### config.mk
export PLATFORM = sky130hd
export DESIGN_NAME = lsu_stage
export DESIGN_NICKNAME = d
export VERILOG_FILES = /design/src/common/lsu_pkg.sv /design/src/lsu/lsu_store_fmt.sv /design/src/lsu/lsu_load_align.sv /design/src/lsu/lsu_stage.sv
export SDC_FILE = /design/constraint.sdc
export NUM_CORES = 1
export LEC_CHECK = 0
export BUFFER_PORTS_ARGS = -buffer_cell sky130_fd_sc_hd__buf_2
export CORE_MARGIN = 3
export CORE_UTILIZATION = 46
export CTS_CLUSTER_DIAMETER = 80
export DETAILED_ROUTE_END_ITERATION = 10
export GPL_ROUTABILITY_DRIVEN = 0
export PLACE_DENSITY = 0.81
export SLEW_MARGIN = 20
export SYNTH_ARGS = -nofsm -noshare
export SYNTH_HDL_FRONTEND = slang
export SYNTH_SLANG_ARGS = --single-unit
### constraint.sdc
create_clock -name clock -period 3.9 [get_ports clock]
set_clock_uncertainty 0.15 [all_clocks]
set_input_delay 0.195 -clock clock [delete_from_list [all_inputs] [get_ports clock]]
set_output_delay 0.195 -clock clock [all_outputs]
set_load 0.005 [all_outputs]
### src/common/lsu_pkg.sv
// shared load, store and size codes and widths for the memory stage, its memory and testbench
`default_nettype none

package lsu_pkg;

	// data and address width
	localparam int XLEN = 32;

	// field widths
	localparam int LOAD_W = 3;
	localparam int STORE_W = 2;
	localparam int SIZE_W = 3;
	localparam int REG_W = 5;
	// one strobe bit per byte lane
	localparam int STRB_W = XLEN / 8;

	// load type codes, any non-zero code is a load
	localparam logic [LOAD_W-1:0] LOAD_NONE = 3'd0;
	localparam logic [LOAD_W-1:0] LOAD_LB = 3'd1;
	localparam logic [LOAD_W-1:0] LOAD_LH = 3'd2;
	localparam logic [LOAD_W-1:0] LOAD_LW = 3'd3;
	localparam logic [LOAD_W-1:0] LOAD_LBU = 3'd4;
	localparam logic [LOAD_W-1:0] LOAD_LHU = 3'd5;

	// store type codes, any non-zero code is a store
	localparam logic [STORE_W-1:0] STORE_NONE = 2'd0;
	localparam logic [STORE_W-1:0] STORE_SB = 2'd1;
	localparam logic [STORE_W-1:0] STORE_SH = 2'd2;
	localparam logic [STORE_W-1:0] STORE_SW = 2'd3;

	// access size on the request bus, log2 of the byte count
	localparam logic [SIZE_W-1:0] SIZE_1 = 3'd0;
	localparam logic [SIZE_W-1:0] SIZE_2 = 3'd1;
	localparam logic [SIZE_W-1:0] SIZE_4 = 3'd2;

	// data memory depth in words, upper address bits alias
	localparam int RAM_WORD_BITS = 8;

	// largest number of extra wait cycles before pvalid
	localparam int MAX_WAIT = 3;
	// counter width able to hold MAX_WAIT
	localparam int WAIT_W = $clog2(MAX_WAIT + 1);

	// start value of the wait-picking lfsr, must not be zero
	localparam logic [15:0] LFSR_SEED = 16'hace1;

endpackage

`default_nettype wire

### src/lsu/lsu_store_fmt.sv
// store formatter for the memory stage, places store data on byte lanes and builds strobes
`timescale 1ns/1ns
`default_nettype none

module lsu_store_fmt import lsu_pkg::*; (
	input  logic [STORE_W-1:0] store_type_i,
	input  logic [1:0]         addr_lo_i,
	input  logic [XLEN-1:0]    wdata_i,
	output logic [XLEN-1:0]    pwdata_o,
	output logic [STRB_W-1:0]  pwstrb_o
);

	always_comb begin
		case (store_type_i)
			STORE_SB: begin
				// same byte on every lane, strobe picks the addressed one
				pwdata_o = {4{wdata_i[7:0]}};
				pwstrb_o = 4'b0001 << addr_lo_i;
			end
			STORE_SH: begin
				// halves are even-addressed so only bit 1 selects the lane pair
				pwdata_o = {2{wdata_i[15:0]}};
				pwstrb_o = 4'b0011 << {addr_lo_i[1], 1'b0};
			end
			STORE_SW: begin
				pwdata_o = wdata_i;
				pwstrb_o = 4'b1111;
			end
			default: begin
				// not a store, nothing gets written
				pwdata_o = wdata_i;
				pwstrb_o = '0;
			end
		endcase
	end

endmodule

`default_nettype wire

### src/lsu/lsu_load_align.sv
// load aligner for the memory stage, shifts the read word to bit 0 and extends it per load type
`timescale 1ns/1ns
`default_nettype none

module lsu_load_align import lsu_pkg::*; (
	input  logic [LOAD_W-1:0] load_type_i,
	input  logic [1:0]        addr_lo_i,
	input  logic [XLEN-1:0]   rdata_i,
	output logic [XLEN-1:0]   ldata_o
);

	// addressed byte lands on bits 7:0
	logic [XLEN-1:0] shifted;

	// shift by eight bits per byte of offset
	assign shifted = rdata_i >> {addr_lo_i, 3'b000};

	always_comb begin
		case (load_type_i)
			// signed byte
			LOAD_LB: begin
				ldata_o = {{24{shifted[7]}}, shifted[7:0]};
			end
			// signed half
			LOAD_LH: begin
				ldata_o = {{16{shifted[15]}}, shifted[15:0]};
			end
			LOAD_LBU: begin
				ldata_o = {24'b0, shifted[7:0]};
			end
			LOAD_LHU: begin
				ldata_o = {16'b0, shifted[15:0]};
			end
			default: begin
				// word loads are aligned so offset is zero here
				ldata_o = shifted;
			end
		endcase
	end

endmodule

`default_nettype wire

### src/lsu/lsu_stage.sv
// memory-access pipeline stage, holds one instruction and drives the request bus to data memory
`timescale 1ns/1ns
`default_nettype none

module lsu_stage import lsu_pkg::*; (
	input  logic               clock,
	input  logic               rstn,
	// from execute
	input  logic               ex_valid_i,
	output logic               lsu_allowin_o,
	input  logic [XLEN-1:0]    alu_result_i,
	input  logic [XLEN-1:0]    mem_wdata_i,
	input  logic [LOAD_W-1:0]  load_type_i,
	input  logic [STORE_W-1:0] store_type_i,
	input  logic               wd_i,
	input  logic [REG_W-1:0]   wreg_i,
	// to writeback
	output logic               lsu_to_wbu_valid_o,
	input  logic               wbu_allowin_i,
	output logic               wb_wen_o,
	output logic [REG_W-1:0]   wb_reg_o,
	output logic [XLEN-1:0]    wb_data_o,
	// forward view for decode
	output logic               fwd_valid_o,
	output logic               fwd_stall_o,
	output logic [REG_W-1:0]   fwd_reg_o,
	output logic [XLEN-1:0]    fwd_data_o,
	// request bus
	output logic               psel_o,
	output logic               pwrite_o,
	output logic [XLEN-1:0]    paddr_o,
	output logic [SIZE_W-1:0]  psize_o,
	output logic [XLEN-1:0]    pwdata_o,
	output logic [STRB_W-1:0]  pwstrb_o,
	input  logic [XLEN-1:0]    prdata_i,
	input  logic               pvalid_i
);

	// control state
	logic               valid_r;
	logic               done_r;
	// held instruction
	logic [XLEN-1:0]    alu_r;
	logic [XLEN-1:0]    wdata_r;
	logic [LOAD_W-1:0]  load_r;
	logic [STORE_W-1:0] store_r;
	logic               wd_r;
	logic [REG_W-1:0]   wreg_r;
	// captured read word
	logic [XLEN-1:0]    rdata_r;

	logic               is_load;
	logic               is_store;
	logic               ready;
	logic               accept;
	logic [XLEN-1:0]    ldata;
	logic [XLEN-1:0]    result;

	assign is_load = |load_r;
	assign is_store = |store_r;
	// memory ops wait for the captured response, the rest are ready at once
	assign ready = ~(is_load | is_store) | done_r;

	assign lsu_allowin_o = ~valid_r | (ready & wbu_allowin_i);
	assign lsu_to_wbu_valid_o = valid_r & ready;
	assign accept = ex_valid_i & lsu_allowin_o;

	always_ff @(posedge clock) begin
		if (!rstn) begin
			valid_r <= 1'b0;
		end else if (lsu_allowin_o) begin
			valid_r <= ex_valid_i;
		end
	end

	// done clears whenever the slot turns over
	// and sets on the pvalid edge of the current request
	always_ff @(posedge clock) begin
		if (!rstn) begin
			done_r <= 1'b0;
		end else if (lsu_allowin_o) begin
			done_r <= 1'b0;
		end else if (psel_o && pvalid_i) begin
			done_r <= 1'b1;
		end
	end

	// payload only moves on acceptance
	always_ff @(posedge clock) begin
		if (accept) begin
			alu_r <= alu_result_i;
			wdata_r <= mem_wdata_i;
			load_r <= load_type_i;
			store_r <= store_type_i;
			wd_r <= wd_i;
			wreg_r <= wreg_i;
		end
	end

	// response held so writeback stalls after pvalid lose nothing
	always_ff @(posedge clock) begin
		if (psel_o && pvalid_i) begin
			rdata_r <= prdata_i;
		end
	end

	// request stays up until the response is captured
	assign psel_o = valid_r & (is_load | is_store) & ~done_r;
	assign pwrite_o = is_store;
	assign paddr_o = alu_r;

	always_comb begin
		if (is_load) begin
			case (load_r)
				LOAD_LB, LOAD_LBU: psize_o = SIZE_1;
				LOAD_LH, LOAD_LHU: psize_o = SIZE_2;
				default:           psize_o = SIZE_4;
			endcase
		end else begin
			case (store_r)
				STORE_SB: psize_o = SIZE_1;
				STORE_SH: psize_o = SIZE_2;
				default:  psize_o = SIZE_4;
			endcase
		end
	end

	lsu_store_fmt lsu_store_fmt_inst (
		.store_type_i (store_r),
		.addr_lo_i    (alu_r[1:0]),
		.wdata_i      (wdata_r),
		.pwdata_o     (pwdata_o),
		.pwstrb_o     (pwstrb_o)
	);

	lsu_load_align lsu_load_align_inst (
		.load_type_i (load_r),
		.addr_lo_i   (alu_r[1:0]),
		.rdata_i     (rdata_r),
		.ldata_o     (ldata)
	);

	// loads write back memory data, everything else the alu value
	assign result = is_load ? ldata : alu_r;

	assign wb_wen_o = wd_r;
	assign wb_reg_o = wreg_r;
	assign wb_data_o = result;

	// x0 is never forwarded
	assign fwd_valid_o = valid_r & wd_r & (wreg_r != '0);
	// decode must wait while the load value is still out on the bus
	assign fwd_stall_o = fwd_valid_o & is_load & ~done_r;
	assign fwd_reg_o = wreg_r;
	assign fwd_data_o = result;

endmodule

`default_nettype wire

## Word level (Yosys, flattened, before mapping)

Index checks and enable logic that the tools add are counted.

- Word-level logic and storage cells: 49
- Input bits: 112
- Flip-flop bits (word level): 109
- Output and inout port bits: 152

- Reduce and logical (&&, ||, !) cells: 7
- Shift operators: 3
- Multiplexer cells: 7
- Bitwise logic cells: 16
- Equal/unequal tests: 7

Operators by type and width:

| kind | count |
|---|---|
| one-hot mux 32 bit (4 select lines) | 1 |
| one-hot mux 32 bit (2 select lines) | 1 |
| 2-to-1 mux 32 bit | 1 |
| >> shifter 32 x 5 -> 32 bit | 1 |
| one-hot mux 4 bit (3 select lines) | 1 |
| bitwise AND 1 bit | 9 |
| one-hot mux 2 bit (2 select lines) | 2 |
| OR reduction 2 bit | 4 |
| == test 3 bit, second input constant | 2 |
| nonzero test 5 bit | 1 |
| == test 2 bit, second input constant | 2 |
| NOT 1 bit | 4 |
| << shifter 1 x 2 -> 4 bit, first input constant | 1 |
| << shifter 2 x 2 -> 4 bit, first input constant | 1 |
| == test 3 x 1 -> 1 bit, second input constant | 1 |
| == test 3 x 2 -> 1 bit, second input constant | 1 |
| 2-to-1 mux 3 bit | 1 |
| bitwise OR 1 bit | 3 |
| OR reduction 3 bit | 1 |
| == test 2 x 1 -> 1 bit, second input constant | 1 |
| logical AND 1 bit | 1 |

## Depth between registers and ports, before layout

- Word-level depth: 7
- Mapped depth: 8
- Depth with buffers taken out: 5

## By module

From an unflattened synthesis, not the netlist that was laid out.

- Cell total of the unflattened synthesis: 408
- Area, all modules: 5429.0 um^2

By module, submodules not included:

| module | cells an instance | area each (um^2) | instances | seq. area each (um^2) |
|---|---|---|---|---|
| lsu_stage | 212 | 4120.2 | 1 | 3253.1 |
| lsu_load_align | 103 | 735.7 | 1 | 0.0 |
| lsu_store_fmt | 93 | 573.0 | 1 | 0.0 |

## Least setup slack after synthesis

OpenSTA, ideal clock, no wires.

- Kind: register to register
- From: reg load_r[2]
- To: reg wreg_r[0], in the netlist fwd_reg_o[0] (enable)
- Stages on the path, launching flop included: 5
- Library setup time: 441 ps
- Buffers on the path: 0
- Clock period less this slack: 3574 ps
- Data arrival time: 2982 ps
- Required time: 3309 ps
- Slack: 326 ps
- Path through: edfxtp_1 nor2_2 a31oi_1 o21ai_1 and2_1

- Word-level cells in the longest chain between the ends: 7

RTL lines:

| item | line | source |
|---|---|---|
| start, declared | lsu_stage.sv:45 | `logic [LOAD_W-1:0] load_r;` |
| start signal, assigned | lsu_stage.sv:93 | `load_r <= load_type_i;` |
| OR reduction 3 bit | lsu_stage.sv:59 | `assign is_load = \|load_r;` |
| bitwise OR 1 bit | lsu_stage.sv:62 | `assign ready = ~(is_load \| is_store) \| done_r;` |
| NOT 1 bit | lsu_stage.sv:62 |  |
| bitwise OR 1 bit | lsu_stage.sv:62 |  |
| bitwise AND 1 bit | lsu_stage.sv:64 | `assign lsu_allowin_o = ~valid_r \| (ready & wbu_allowin_i);` |
| bitwise OR 1 bit | lsu_stage.sv:64 |  |
| via lsu_allowin_o | lsu_stage.sv:10 | `output logic lsu_allowin_o,` |
| bitwise AND 1 bit | lsu_stage.sv:66 | `assign accept = ex_valid_i & lsu_allowin_o;` |
| via accept | lsu_stage.sv:55 | `logic accept;` |
| end signal, assigned | lsu_stage.sv:96 | `wreg_r <= wreg_i;` |
| end, declared | lsu_stage.sv:48 | `logic [REG_W-1:0] wreg_r;` |

The timed path passes the listed nets, and every way through them passes these cells.
A chain may end at the register's enable or synchronous reset.

## Worst setup path after layout

- From: reg alu_r[1], in the netlist paddr_o[1]
- To: out wb_data_o[28]

- Word-level cells in the longest chain between the ends: 3

RTL lines:

| item | line | source |
|---|---|---|
| start, declared | lsu_stage.sv:43 | `logic [XLEN-1:0] alu_r;` |
| start signal, assigned | lsu_stage.sv:91 | `alu_r <= alu_result_i;` |
| >> shifter 32 x 5 -> 32 bit | lsu_load_align.sv:16 | `assign shifted = rdata_i >> {addr_lo_i, 3'b000};` |
| one-hot mux 32 bit (4 select lines) | lsu_load_align.sv:19 | `case (load_type_i)` |
| 2-to-1 mux 32 bit | lsu_stage.sv:144 | `assign result = is_load ? ldata : alu_r;` |
| end, declared | lsu_stage.sv:22 | `output logic [XLEN-1:0] wb_data_o,` |

No other way between the ends.

==> summary.txt <==
Logic synthesis
  • Synth Area in Compound Gates: 14.0%
  • Share of the synthesized area in the top cell type: 61.6%
  • Synth warnings: 0
  • Post-Syn Area: 5220 µm²
  • Unique masters post-synth: 45
  • Top FF cell, synth: edfxtp_1
  • Synth Area in XOR/XNOR: 0%
  • Sequential fraction of the synthesis area: 62.3%
  • Ys async rst share: 0%
  • Post-synth top cells: edfxtp_1, buf_4, nor2_1
  • Mean post-synth cell area: 13.1 µm²
  • Post-Synthesis Cells: 397
  • Simple-Gate Fraction of Synth Area: 7.02%
  • Largest family of logic cells by synthesized area: compound AO/OA/AOI/OAI gates
  • Seq cells post-synth: 109
  • Cell taking the most area after synthesis: edfxtp_1
  • Area share of fa/ha/maj cells after synthesis: 1.44%
  • Mux cell area share after synthesis: 5.23%
  • Main area contributors after synthesis: edfxtp_1, buf_4, mux2i_1
  • Number of enable flip-flop cells after synthesis: 107
  • Post-Syn Nets: 515
  • Cell with the most instances after synthesis: edfxtp_1

Worst setup path
  • Delay-heaviest family, CP: compound AO/OA/AOI/OAI gates
  • Worst setup path class: reg2out
  • Startpoint types: flop
  • Ordered cell list for the critical path: buf_4 > nand2b_1 > o221ai_2 > a21oi_4 > o22a_1 > buf_2
  • WP buf/inv: 2
  • R2r setup slk: 1.06 ns
  • Crit-path slowest cell: edfxtp_1
  • CP max FO: 20
  • WP data required: 3.56 ns
  • Setup crit end kind: output pin
  • Worst path arrival time: 2.60 ns
  • Max incr delay on CP: 0.71 ns

Run
  • MaxCap Viol Count: 0

Die
  • # rows: 38
  • Core Area: 11000 µm²
  • Starting Density: 47.5%
  • Die X: 113 µm
  • Die height: 113 µm
  • Ports: 264
  • Die area: 12700 µm²

Layout
  • P&R area growth vs syn: 46.3%
  • Fin cells: 862
  • Share of cells above drive strength 1: 40.6%
  • Final Net Count: 835
  • Layout Utilization: 69.5%
  • # diodes: 0

Clocking
  • Clk slew on worst S/H paths: 0.06 ns
  • CTS Buf Count: 9
  • Num Clock Sinks: 109
  • Post-CTS setup buffer count: 0
  • CTS root buf: clkbuf_16
  • Worst-Skew Late Latency: 0.34 ns
  • CTS tree: yes
  • Worst-case clock buffer depth: 2
  • CTS HTree Levels: 3

Detailed routing
  • Initial DRC count: 305
  • Post-route ant nets: 0
  • Routed WL: 17100 µm
  • Vias/cell: 5.32
  • Vias: 4586
  • Avg WL per Cell: 19.9 µm
  • DRT Pass-1 Iters: 5
  • DR DRC count: 0

STA
  • RSZ-0062 raised after global routing: false
  • Max Slew Vio Count: 0
  • Slew @ Worst Pin: 0.998 ns
  • Relative slew slack: 33.5%
  • Setup Viol. Count Final: 0
  • Final worst path period share: 75.4%
  • Min cycle time layout: 2.94 ns
  • Final hold viol count: 0
  • Final worst slack: 0.960 ns
  • Setup_tns: 0 ns
  • FMAX: 340 MHz

Placement
  • Pre-CTS setup slack: 1.17 ns
  • Final HPWL DP: 11000 µm
  • I/O Buffers: 262
  • Placed cell count: 736

GRT
  • GRT Total Usage: 26.3%
  • First-pass GRT wire length: 25500 µm
  • Pin count of the biggest net entering global routing: 76
  • Vias in the first global route: 4698
  • Grt total ovfl: 0
  • Initial antenna violation count: 0

Outcome
  • Outcome: finished clean

Power and ir drop
  • Power, Total: 2.78 mW
  • Worst-case vdd ir drop: 0.000222 V
  • Lkg Pwr: 3.38 nW
  • PwrDens: 363 nW/µm²

Hold path
  • Tightest Hold Check Type: in2reg
## final timing paths
kind	from	to	cells after the start
worst max register to register	load_r[2]	wdata_r[26]	4
worst max-delay path	paddr_o[1]	wb_data_o[28]	6
worst min register to register	valid_r	valid_r	2
worst min-delay path	wbu_allowin_i	valid_r	4
## registers in the layout (all words and copies together) (netlist names)
register / cells
paddr_o: 32
fwd_reg_o: 5
wb_wen_o: 1
load_r: 3
wdata_r: 32
valid_r: 1
rdata_r: 32
done_r: 1
store_r: 2
## layer usage
| layer | global-route usage, % | share of wire (%) | vias to the layer above | routed length (µm) |
|---|---|---|---|---|
| met5 | 0 | 0 | - | 0 |
| met4 | 12.2 | 3.9 | 0 | 667 |
| met3 | 6.63 | 8.6 | 46 | 1470 |
| met2 | 47.6 | 52 | 318 | 8870 |
| met1 | 29.0 | 36 | 2144 | 6130 |
| li1 | - | - | 2078 | - |
## kinds of logic (layout without fill, tap and decap cells)
| group | count (synthesis) | in the layout |
|---|---|---|
| AO/OA/AOI/OAI | 97 | 97 |
| adder cells (fa/ha/maj) | 6 | 6 |
| buffers and inverters | 84 | 409 |
| flip-flops | 109 | 109 |
| multiplexers | 25 | 25 |
| other | 1 | 1 |
| AND/OR/NAND/NOR | 75 | 75 |
## repair_timing
item,in CTS,in global routing
hold buffers,110,0
setup endpoints to repair,0,0
gates resized for setup,0,0
hold endpoints to repair,109,0
## power by group
group,internal [mW],switching [mW]
logic,0.280,0.272
clock network,0.430,0.387
registers,1.36,0.0418
## final cells by class
class	count	area (µm²)
Timing Repair Buffer	376	2440
Clock buffer	13	240
Clock inverter	3	12.5
Tap cell	140	175
Multi-Input combinational cell	204	1450
Inverter	17	63.8
Fill cell	739	3350
Sequential cell	109	3250
## worst register-to-register path, stage by stage, from the launching register on
cell	delay, ns
edfxtp_1	0.52
nor2_2	0.39
a31oi_1	0.24
o21ai_1	0.28
and2_4	0.85
## per-stage QoR
step	hold slack [ns]	area (µm²)
finish	0.231	7640
global route	0.257	7640
CTS	0.142	7640
detailed placement	0.223	6280
global placement	0.221	6280
floorplan	0.144	5220
## layout by cell type (no fill, tap or decap), drive strengths merged
cell type and count:
a211oi 7, a21boi 1, a21o 3, a21oi 21, a22o 8, a22oi 9, a311oi 1, a31oi 2
a32oi 6, and2 12, and3 1, and3b 1, buf 266, clkbuf 13, clkinv 3, conb 1
dfxtp 2, dlygate4sd3 110, edfxtp 107, ha 6, inv 17, mux2 8, mux2i 16, mux4 1
nand2 17, nand2b 4, nand3 4, nor2 26, nor2b 8, o211ai 1, o21ai 6, o221ai 1
o22a 16, o22ai 8, o2bb2ai 6, o311a 1, or3 2
Note: power is estimated with default switching activity, not from simulation.
